===== src/hw/decomp_pkg.sv =====
// Gadget decomposition constants

package decomp_pkg;

  // Width of one input torus coefficient
  localparam int COEF_W = 32;

  // Bits per decomposition level
  // Base B is 2**B_W
  localparam int B_W = 8;

  // Number of decomposition levels
  localparam int L = 3;

  // Coefficient number width
  localparam int ID_W = 8;

  // Signed digit in two's complement
  localparam int DIG_W = B_W + 1;

  // Level counter width, at least one bit
  localparam int LVL_W = ($clog2(L) == 0) ? 1 : $clog2(L);

  // Rounding bit sits just below the kept field
  localparam int ROUND_POS = COEF_W - L * B_W - 1;

endpackage


===== src/hw/decomp_balseq_core.sv =====
// Balanced sequential decomposition core
`timescale 1ns/100ps

module decomp_balseq_core
  import decomp_pkg::*;
(
  input  logic              clk,
  input  logic              s_rst_n,
  input  logic [L*B_W-1:0]  in_data,
  input  logic              in_sign,
  input  logic              in_avail,
  input  logic [ID_W-1:0]   in_side,
  output logic [DIG_W-1:0]  out_data,
  output logic              out_avail,
  output logic              out_sol,
  output logic              out_eol,
  output logic [ID_W-1:0]   out_side
);

  // ------------------------------------------------------------------------
  // Sub-word shifter
  // ------------------------------------------------------------------------
  logic [L-1:0][B_W-1:0] s0_data;
  logic                  s0_sign;
  logic [ID_W-1:0]       s0_side;
  logic                  s0_run;
  logic [LVL_W-1:0]      s0_lvl;
  // One extra sub-word above the top, filled with the sign
  logic [L:0][B_W-1:0]   s0_data_ext;

  assign s0_data_ext = {{B_W{s0_sign}}, s0_data};

  // Load on avail, else shift down one level while running
  always_ff @(posedge clk) begin
    if (in_avail) begin
      s0_data <= in_data;
      s0_sign <= in_sign;
      s0_side <= in_side;
    end else if (s0_run) begin
      for (int i = 0; i < L; i++) begin
        s0_data[i] <= s0_data_ext[i+1];
      end
    end
  end

  // ------------------------------------------------------------------------
  // Level control
  // ------------------------------------------------------------------------
  logic s0_first_lvl;
  logic s0_last_lvl;

  assign s0_first_lvl = (s0_lvl == '0);
  assign s0_last_lvl  = (s0_lvl == LVL_W'(L - 1));

  // New load may land on the last level of the previous one
  always_ff @(posedge clk) begin
    if (!s_rst_n) begin
      s0_run <= 1'b0;
      s0_lvl <= '0;
    end else if (in_avail) begin
      s0_run <= 1'b1;
      s0_lvl <= '0;
    end else if (s0_run) begin
      s0_run <= !s0_last_lvl;
      s0_lvl <= s0_lvl + 1'b1;
    end
  end

  // ------------------------------------------------------------------------
  // Digit computation
  // ------------------------------------------------------------------------
  logic [B_W-1:0] subw;
  logic           carry;
  logic           carry_q;
  logic [B_W:0]   subw_c;
  logic           gt_half;
  logic           ge_half;
  logic           overflow;
  logic           propagate;
  logic [B_W:0]   digit;

  assign subw = s0_data_ext[0];
  // No carry into level 0
  assign carry  = s0_first_lvl ? 1'b0 : carry_q;
  assign subw_c = {1'b0, subw} + carry;

  // Compare on the raw sub-word and carry, off the adder path
  assign gt_half  = subw[B_W-1] & |{subw[B_W-2:0], carry};
  assign ge_half  = subw[B_W-1] | &{subw[B_W-2:0], carry};
  assign overflow = &{subw, carry};

  // Tie at B/2 carries only when the next sub-word is negative
  // For the last level the sign extension plays that part
  assign propagate = overflow | gt_half | (ge_half & s0_data_ext[1][B_W-1]);

  // With a carry out the digit is subw_c - B
  assign digit = propagate ? {~subw_c[B_W], subw_c[B_W-1:0]} :
                             {1'b0, subw_c[B_W-1:0]};

  always_ff @(posedge clk) begin
    carry_q <= propagate;
  end

  // ------------------------------------------------------------------------
  // Output register
  // ------------------------------------------------------------------------
  always_ff @(posedge clk) begin
    out_data <= digit;
    out_sol  <= s0_first_lvl;
    out_eol  <= s0_last_lvl;
    out_side <= s0_side;
  end

  always_ff @(posedge clk) begin
    if (!s_rst_n) begin
      out_avail <= 1'b0;
    end else begin
      out_avail <= s0_run;
    end
  end

endmodule


===== src/hw/decomp_ctrl.sv =====
// Decomposition input control
`timescale 1ns/100ps

module decomp_ctrl
  import decomp_pkg::*;
(
  input  logic            clk,
  input  logic            s_rst_n,
  input  logic            coef_strobe,
  output logic            accept,
  output logic [ID_W-1:0] acc_id,
  output logic            ready,
  output logic            overrun
);

  // ------------------------------------------------------------------------
  // Acceptance
  // ------------------------------------------------------------------------
  // Cycles left before the core can take a new coefficient
  logic [LVL_W-1:0] hold_cnt;
  // Number given to the next accepted coefficient
  logic [ID_W-1:0]  id_cnt;

  // Ready as long as no hold is pending
  assign ready  = (hold_cnt == '0);
  assign accept = coef_strobe & ready;
  assign acc_id = id_cnt;

  // Hold ready low for L-1 cycles
  // Core takes the next load together with its last level
  always_ff @(posedge clk) begin
    if (!s_rst_n) begin
      hold_cnt <= '0;
    end else if (accept) begin
      hold_cnt <= LVL_W'(L - 1);
    end else if (hold_cnt != '0) begin
      hold_cnt <= hold_cnt - 1'b1;
    end
  end

  // ------------------------------------------------------------------------
  // Numbering and overrun
  // ------------------------------------------------------------------------
  // Only accepted strobes take a number
  always_ff @(posedge clk) begin
    if (!s_rst_n) begin
      id_cnt <= '0;
    end else if (accept) begin
      id_cnt <= id_cnt + 1'b1;
    end
  end

  // Sticky until reset
  // Strobe while busy means a lost coefficient
  always_ff @(posedge clk) begin
    if (!s_rst_n) begin
      overrun <= 1'b0;
    end else if (coef_strobe && !ready) begin
      overrun <= 1'b1;
    end
  end

endmodule


===== src/hw/decomp_level_collect.sv =====
// Level to word collector
`timescale 1ns/100ps

module decomp_level_collect
  import decomp_pkg::*;
(
  input  logic                      clk,
  input  logic                      s_rst_n,
  input  logic [DIG_W-1:0]          lvl_data,
  input  logic                      lvl_avail,
  input  logic                      lvl_sol,
  input  logic                      lvl_eol,
  input  logic [ID_W-1:0]           lvl_id,
  output logic [L-1:0][DIG_W-1:0]   word_digits,
  output logic [ID_W-1:0]           word_id,
  output logic                      word_valid
);

  logic [LVL_W-1:0]          lvl_idx;
  logic [LVL_W-1:0]          cur_idx;
  logic [L-1:0][DIG_W-1:0]   hold;
  logic [L-1:0][DIG_W-1:0]   hold_nxt;

  // Start of level restarts the slot index
  assign cur_idx = lvl_sol ? '0 : lvl_idx;

  // Current digit merged into the held ones
  always_comb begin
    hold_nxt = hold;
    for (int i = 0; i < L; i++) begin
      if (cur_idx == LVL_W'(i)) begin
        hold_nxt[i] = lvl_data;
      end
    end
  end

  always_ff @(posedge clk) begin
    if (lvl_avail) begin
      hold <= hold_nxt;
    end
    // Publish the full word with the last level
    if (lvl_avail && lvl_eol) begin
      word_digits <= hold_nxt;
      word_id     <= lvl_id;
    end
  end

  always_ff @(posedge clk) begin
    if (!s_rst_n) begin
      lvl_idx    <= '0;
      word_valid <= 1'b0;
    end else begin
      word_valid <= lvl_avail & lvl_eol;
      if (lvl_avail) begin
        lvl_idx <= cur_idx + 1'b1;
      end
    end
  end

endmodule


===== src/hw/decomp_round.sv =====
// Closest representable rounding stage
`timescale 1ns/100ps

module decomp_round
  import decomp_pkg::*;
(
  input  logic                 clk,
  input  logic                 s_rst_n,
  input  logic                 accept,
  input  logic [ID_W-1:0]      acc_id,
  input  logic [COEF_W-1:0]    coef_in,
  output logic [L*B_W-1:0]     rnd_data,
  output logic                 rnd_sign,
  output logic                 rnd_avail,
  output logic [ID_W-1:0]      rnd_id
);

  // ------------------------------------------------------------------------
  // Rounding
  // ------------------------------------------------------------------------
  // Coefficient plus half an LSB of the kept field
  logic [COEF_W-1:0] coef_rnd;
  // Top L*B_W bits of the rounded value
  logic [L*B_W-1:0]  coef_keep;

  // Wraps modulo 2**COEF_W
  // Top of the torus folds back to zero
  assign coef_rnd  = coef_in + (COEF_W'(1) << ROUND_POS);
  assign coef_keep = coef_rnd[COEF_W-1 -: L*B_W];

  // ------------------------------------------------------------------------
  // Output register
  // ------------------------------------------------------------------------
  // Payload loads on accept only
  always_ff @(posedge clk) begin
    if (accept) begin
      rnd_data <= coef_keep;
      // Top kept bit gives the sign of the closest rep
      rnd_sign <= coef_keep[L*B_W-1];
      rnd_id   <= acc_id;
    end
  end

  // One cycle avail pulse per accepted coefficient
  always_ff @(posedge clk) begin
    if (!s_rst_n) begin
      rnd_avail <= 1'b0;
    end else begin
      rnd_avail <= accept;
    end
  end

endmodule


===== src/hw/decomp_top.sv =====
// Gadget decomposition front end
`timescale 1ns/100ps

module decomp_top
  import decomp_pkg::*;
(
  input  logic                    clk,
  input  logic                    s_rst_n,
  input  logic [COEF_W-1:0]       coef_in,
  input  logic                    coef_strobe,
  output logic [DIG_W-1:0]        lvl_data,
  output logic                    lvl_avail,
  output logic                    lvl_sol,
  output logic                    lvl_eol,
  output logic [ID_W-1:0]         lvl_id,
  output logic [L*DIG_W-1:0]      word_digits,
  output logic [ID_W-1:0]         word_id,
  output logic                    word_valid,
  output logic                    ready,
  output logic                    overrun
);

  // Control to rounding
  logic             accept;
  logic [ID_W-1:0]  acc_id;
  // Rounding to core
  logic [L*B_W-1:0] rnd_data;
  logic             rnd_sign;
  logic             rnd_avail;
  logic [ID_W-1:0]  rnd_id;

  decomp_ctrl u_ctrl (
    .clk         (clk),
    .s_rst_n     (s_rst_n),
    .coef_strobe (coef_strobe),
    .accept      (accept),
    .acc_id      (acc_id),
    .ready       (ready),
    .overrun     (overrun)
  );

  decomp_round u_round (
    .clk       (clk),
    .s_rst_n   (s_rst_n),
    .accept    (accept),
    .acc_id    (acc_id),
    .coef_in   (coef_in),
    .rnd_data  (rnd_data),
    .rnd_sign  (rnd_sign),
    .rnd_avail (rnd_avail),
    .rnd_id    (rnd_id)
  );

  // Level stream leaves the top and also feeds the collector
  decomp_balseq_core u_core (
    .clk       (clk),
    .s_rst_n   (s_rst_n),
    .in_data   (rnd_data),
    .in_sign   (rnd_sign),
    .in_avail  (rnd_avail),
    .in_side   (rnd_id),
    .out_data  (lvl_data),
    .out_avail (lvl_avail),
    .out_sol   (lvl_sol),
    .out_eol   (lvl_eol),
    .out_side  (lvl_id)
  );

  decomp_level_collect u_collect (
    .clk         (clk),
    .s_rst_n     (s_rst_n),
    .lvl_data    (lvl_data),
    .lvl_avail   (lvl_avail),
    .lvl_sol     (lvl_sol),
    .lvl_eol     (lvl_eol),
    .lvl_id      (lvl_id),
    .word_digits (word_digits),
    .word_id     (word_id),
    .word_valid  (word_valid)
  );

endmodule


===== config.mk =====
export PLATFORM = sky130hd
export DESIGN_NAME = decomp_top
export DESIGN_NICKNAME = d
export VERILOG_FILES = /design/src/hw/decomp_pkg.sv /design/src/hw/decomp_balseq_core.sv /design/src/hw/decomp_ctrl.sv /design/src/hw/decomp_level_collect.sv /design/src/hw/decomp_round.sv /design/src/hw/decomp_top.sv
export SDC_FILE = /design/constraint.sdc
export NUM_CORES = 1
export LEC_CHECK = 0
export BUFFER_PORTS_ARGS = -buffer_cell sky130_fd_sc_hd__buf_2
export CAP_MARGIN = 10
export CORE_ASPECT_RATIO = 1.1
export CORE_UTILIZATION = 50
export CTS_CLUSTER_SIZE = 16
export DETAILED_ROUTE_END_ITERATION = 12
export PLACE_DENSITY = 0.8
export SLEW_MARGIN = 20
export SYNTH_ARGS = -nofsm -noshare
export SYNTH_HDL_FRONTEND = slang
export SYNTH_SLANG_ARGS = --single-unit

===== constraint.sdc =====
create_clock -name clk -period 6.2 [get_ports clk]
set_clock_uncertainty 0.2 [all_clocks]
set_input_delay 1.24 -clock clk [delete_from_list [all_inputs] [get_ports clk]]
set_output_delay 1.24 -clock clk [all_outputs]
set_load 0.005 [all_outputs]

==> results by stage <==
Pwr:
- Across the VDD grid, the largest voltage drop is 0.166 mV.
- The overall power consumption is 2390 µW.
- Power spread over the standard cell area amounts to 320 nW/µm².
- The analysis attributes to cell leakage a power of 0.00282 µW.

Yosys:
- For this run, the leading register cell type out of synthesis is edfxtp_1.
- The number of different library cells in the post-synthesis netlist is 35.
- The total of warnings raised by yosys is 0.
- Counting flops with an async set or reset pin after synthesis yields a share of 0%.
- The proportion of netlist area held by the largest area contributor is 60.8%.
- By area the synthesized netlist is led by edfxtp_1, dfxtp_1, mux2_2, xnor2_1, ha_1.
- The library cell with the highest instance count after synthesis is edfxtp_1.
- The mean cell area of the mapped netlist is 16.3 µm².
- Counting instances in the post-synthesis netlist gives the leading cell types as edfxtp_1, mux2_2, dfxtp_1, nand2_1, xnor2_1.
- The total nets after synthesis is 432.
- Sequential cells were found to cover 73.2% of the synthesized design area.
- The number of synthesized flops with an enable pin is 127.
- The leading area contributor after synthesis is edfxtp_1.
- The synthesized flop and latch total is 166.
- After technology mapping, the gate count stands at 385.
- The post-synthesis instance area is 6280 µm².

Die:
- The floorplan step defined a die boundary enclosing 13,000 µm².
- For this configuration, the core starts out at a cell density of 51.7%.
- The area of the core region is 12,100 µm².
- The die is 109 µm wide.
- The vertical extent of the die is 120 µm.
- During I/O placement, the number of pins put on the boundary was 93.
- In this run the core area contains 42 standard-cell rows.

Placed design:
- Before CTS, the worst setup slack after placement is 3280 ps.
- The HPWL after detailed placement is 6.71 mm.
- At the end of routability-driven placement, the weighted congestion stood at 0.756.
- The number of I/O port buffers is 85.

Worst setup path:
- For this design, the slowest cell found on the critical path is dfxtp_1.
- In this run the worst path has a maximum fanout of 4.
- For the worst setup path, the data arrival time is 1040 ps.
- STA classifies the critical path endpoint as a primary output.
- Traced cell by cell, the critical path runs through nor2_1 -> buf_2.
- The worst endpoint required time is 4760 ps.
- The worst setup path is of the reg -> out kind.
- In this design, the largest share of critical-path delay is due to flip-flops.
- The worst setup path is launched from a flip-flop.
- For this run, the slowest stage of the critical path takes 340 ps.
- The number of buffers and inverters on the critical path is 1.

Routing:
- The number of vias after detailed routing is 3,292.
- For this block, the initial DRC count from the detailed router was 145.
- The detail-routed net length per standard cell is 15.1 µm.
- After detailed routing, the number of vias per cell comes to 5.06.
- The detailed-router iteration count before antenna repair is 4.
- Once detail routing completed, the nets flagged for antenna violations numbered 0.
- Wires add up to 9.82 mm.
- The number of design rule violations left after detail routing is 0.

Clock network:
- The number of buffers inserted by post-CTS setup repair is 0.
- The library cell used as clock root buffer is clkbuf_16.
- TritonCTS built the clock tree.
- The clock transition at the registers of the reported paths is 60 ps.
- The clock sink total is 166.
- The deepest clock path buffer count is 2.
- The clock tree synthesis step divided the H-tree into 4 levels.
- In this run, post-CTS hold repair placed 0 buffers.
- TritonCTS created 17 clock buffers.
- The number of gates resized after cts is 0.
- The later pin in the worst-skew pair is clocked with a latency of 420 ps.

STA:
- The total count of hold-check failures in the final report is 0.
- The slew of the pin with the lowest slew margin is 713 ps.
- Setup slack on the critical path of the routed design comes to 3720 ps.
- Counting I/O delays and the setup requirement, the final critical path takes 2480 ps.
- Across all hold checks on the routed design, the worst slack comes to 144 ps.
- The setup TNS after final layout is 0 ps.
- The count of final max-slew check failures was 0.
- Setup violations remaining at the end of the flow were counted as 0.
- Setup repair after global routing left no endpoint under its margin.
- The fmax is 403 MHz.
- The max-slew headroom at the worst pin is 52.4%.
- Of the available clock period, the critical path in the final layout requires 40.0%.

Final layout:
- The number of antenna diodes in the final layout is 0.
- The post-synthesis to final-layout area growth is 18.9%.
- The final layout contains 531 nets.
- Cells fill 61.5% of the core in the end.
- The total of fill cells in the finished design is 901.
- In the final layout, the share of cells above drive strength 1 is 34.0%.

GRT:
- The aggregate global routing overflow is 0.
- The number of antenna violations at the first check in global routing came to 0.
- The largest net degree at the start of global routing is 43.
- The number of global-route vias before repair is 3,285.
- Across every metal layer, demand over resource in global routing totals 16.3%.
- The global-route wire length before repair is 15.8 mm.

Run status:
- The run finished with clean final reports.

Worst hold path:
- The tightest min-delay check is of the reg -> reg type.

Job:
- The tool flagged a number of max-cap violations equal to 0.
[layout make-up]
class                   instances  area (µm²)  share of cell area, %
clock buffers                  23         512                   6.85
multi-input cells             200        1610                   21.6
repair buffers                 89         455                   6.10
clock inverters                 9        60.1                  0.804
well taps                     154         193                   2.58
inverters                      10        37.5                  0.503
flip-flops and latches        166        4590                   61.5
[logic make-up after synthesis]
logic type                 synth area share (%)
DFF                                        73.2
muxes                                      8.19
adders and majority gates                  2.39
and+or+nand+nor                            9.35
buffers and inverters                      1.18
xor gates and xnor gates                   5.02
AOI/OAI and AO/OA                         0.678
[metrics by stage]
step / instances / area [µm²]
detailed placement: 619 / 6890
global route: 651 / 7470
floorplan: 385 / 6280
finish: 651 / 7470
CTS: 651 / 7470
global placement: 619 / 6890
[worst reg2reg max path, stage by stage (launching register included)]
cell     delay (ps)
dfxtp_1         780
buf_4           370
or2_2           510
[routing by layer]
layer	wire (µm)	global-route usage, %
met4	93	6.08
met5	0	0
met3	375	5.11
met1	4170	18.8
met2	5180	28.2
[flip-flops by register name (all words and copies together), names as in the netlist, 9 cells and up]
| signal | flops |
|---|---|
| u_collect.word_digits | 27 |
| u_core.s0_data | 16 |
| u_collect.hold | 27 |
| u_core.out_data | 9 |
| u_round.rnd_data | 23 |
[cells in the final DEF, fill, tap and decap left out, types with 2 or more instances in the layout]
cell type	instances
edfxtp_1	127
buf_2	85
mux2_2	43
dfxtp_1	39
xnor2_1	24
nand2_1	24
clkbuf_16	20
nand3_1	16
xor2_1	12
ha_1	12
inv_1	10
and2_1	10
nor2b_1	8
nand4_1	8
and3_1	7
nor2_1	6
buf_4	4
nor3_1	3
nand2b_1	3
and4_1	3
o21a_1	3
mux2i_1	3
clkinv_2	3
clkbuf_1	3
nor4_4	2
inv_4	2
clkinvlp_4	2
[power by group]
group	leakage [µW]	internal (µW)	switching, µW
clock	0.000280	584	395
sequential	0.00151	1260	30.3
combinational	0.00104	53.4	62.2
total	0.00282	1900	488
[worst paths after layout]
check	cells after the start	slack [ps]	from	to
setup / recovery	2	3720	u_ctrl.hold_cnt[1]	ready
hold / removal	0	140	u_core.s0_side[1]	u_core.out_side[1]
setup reg to reg	2	3960	u_round.rnd_avail	u_core.subw[3]
hold reg to reg	0	140	u_core.s0_side[1]	u_core.out_side[1]
No activity file was read; power rests on OpenSTA's default activity.
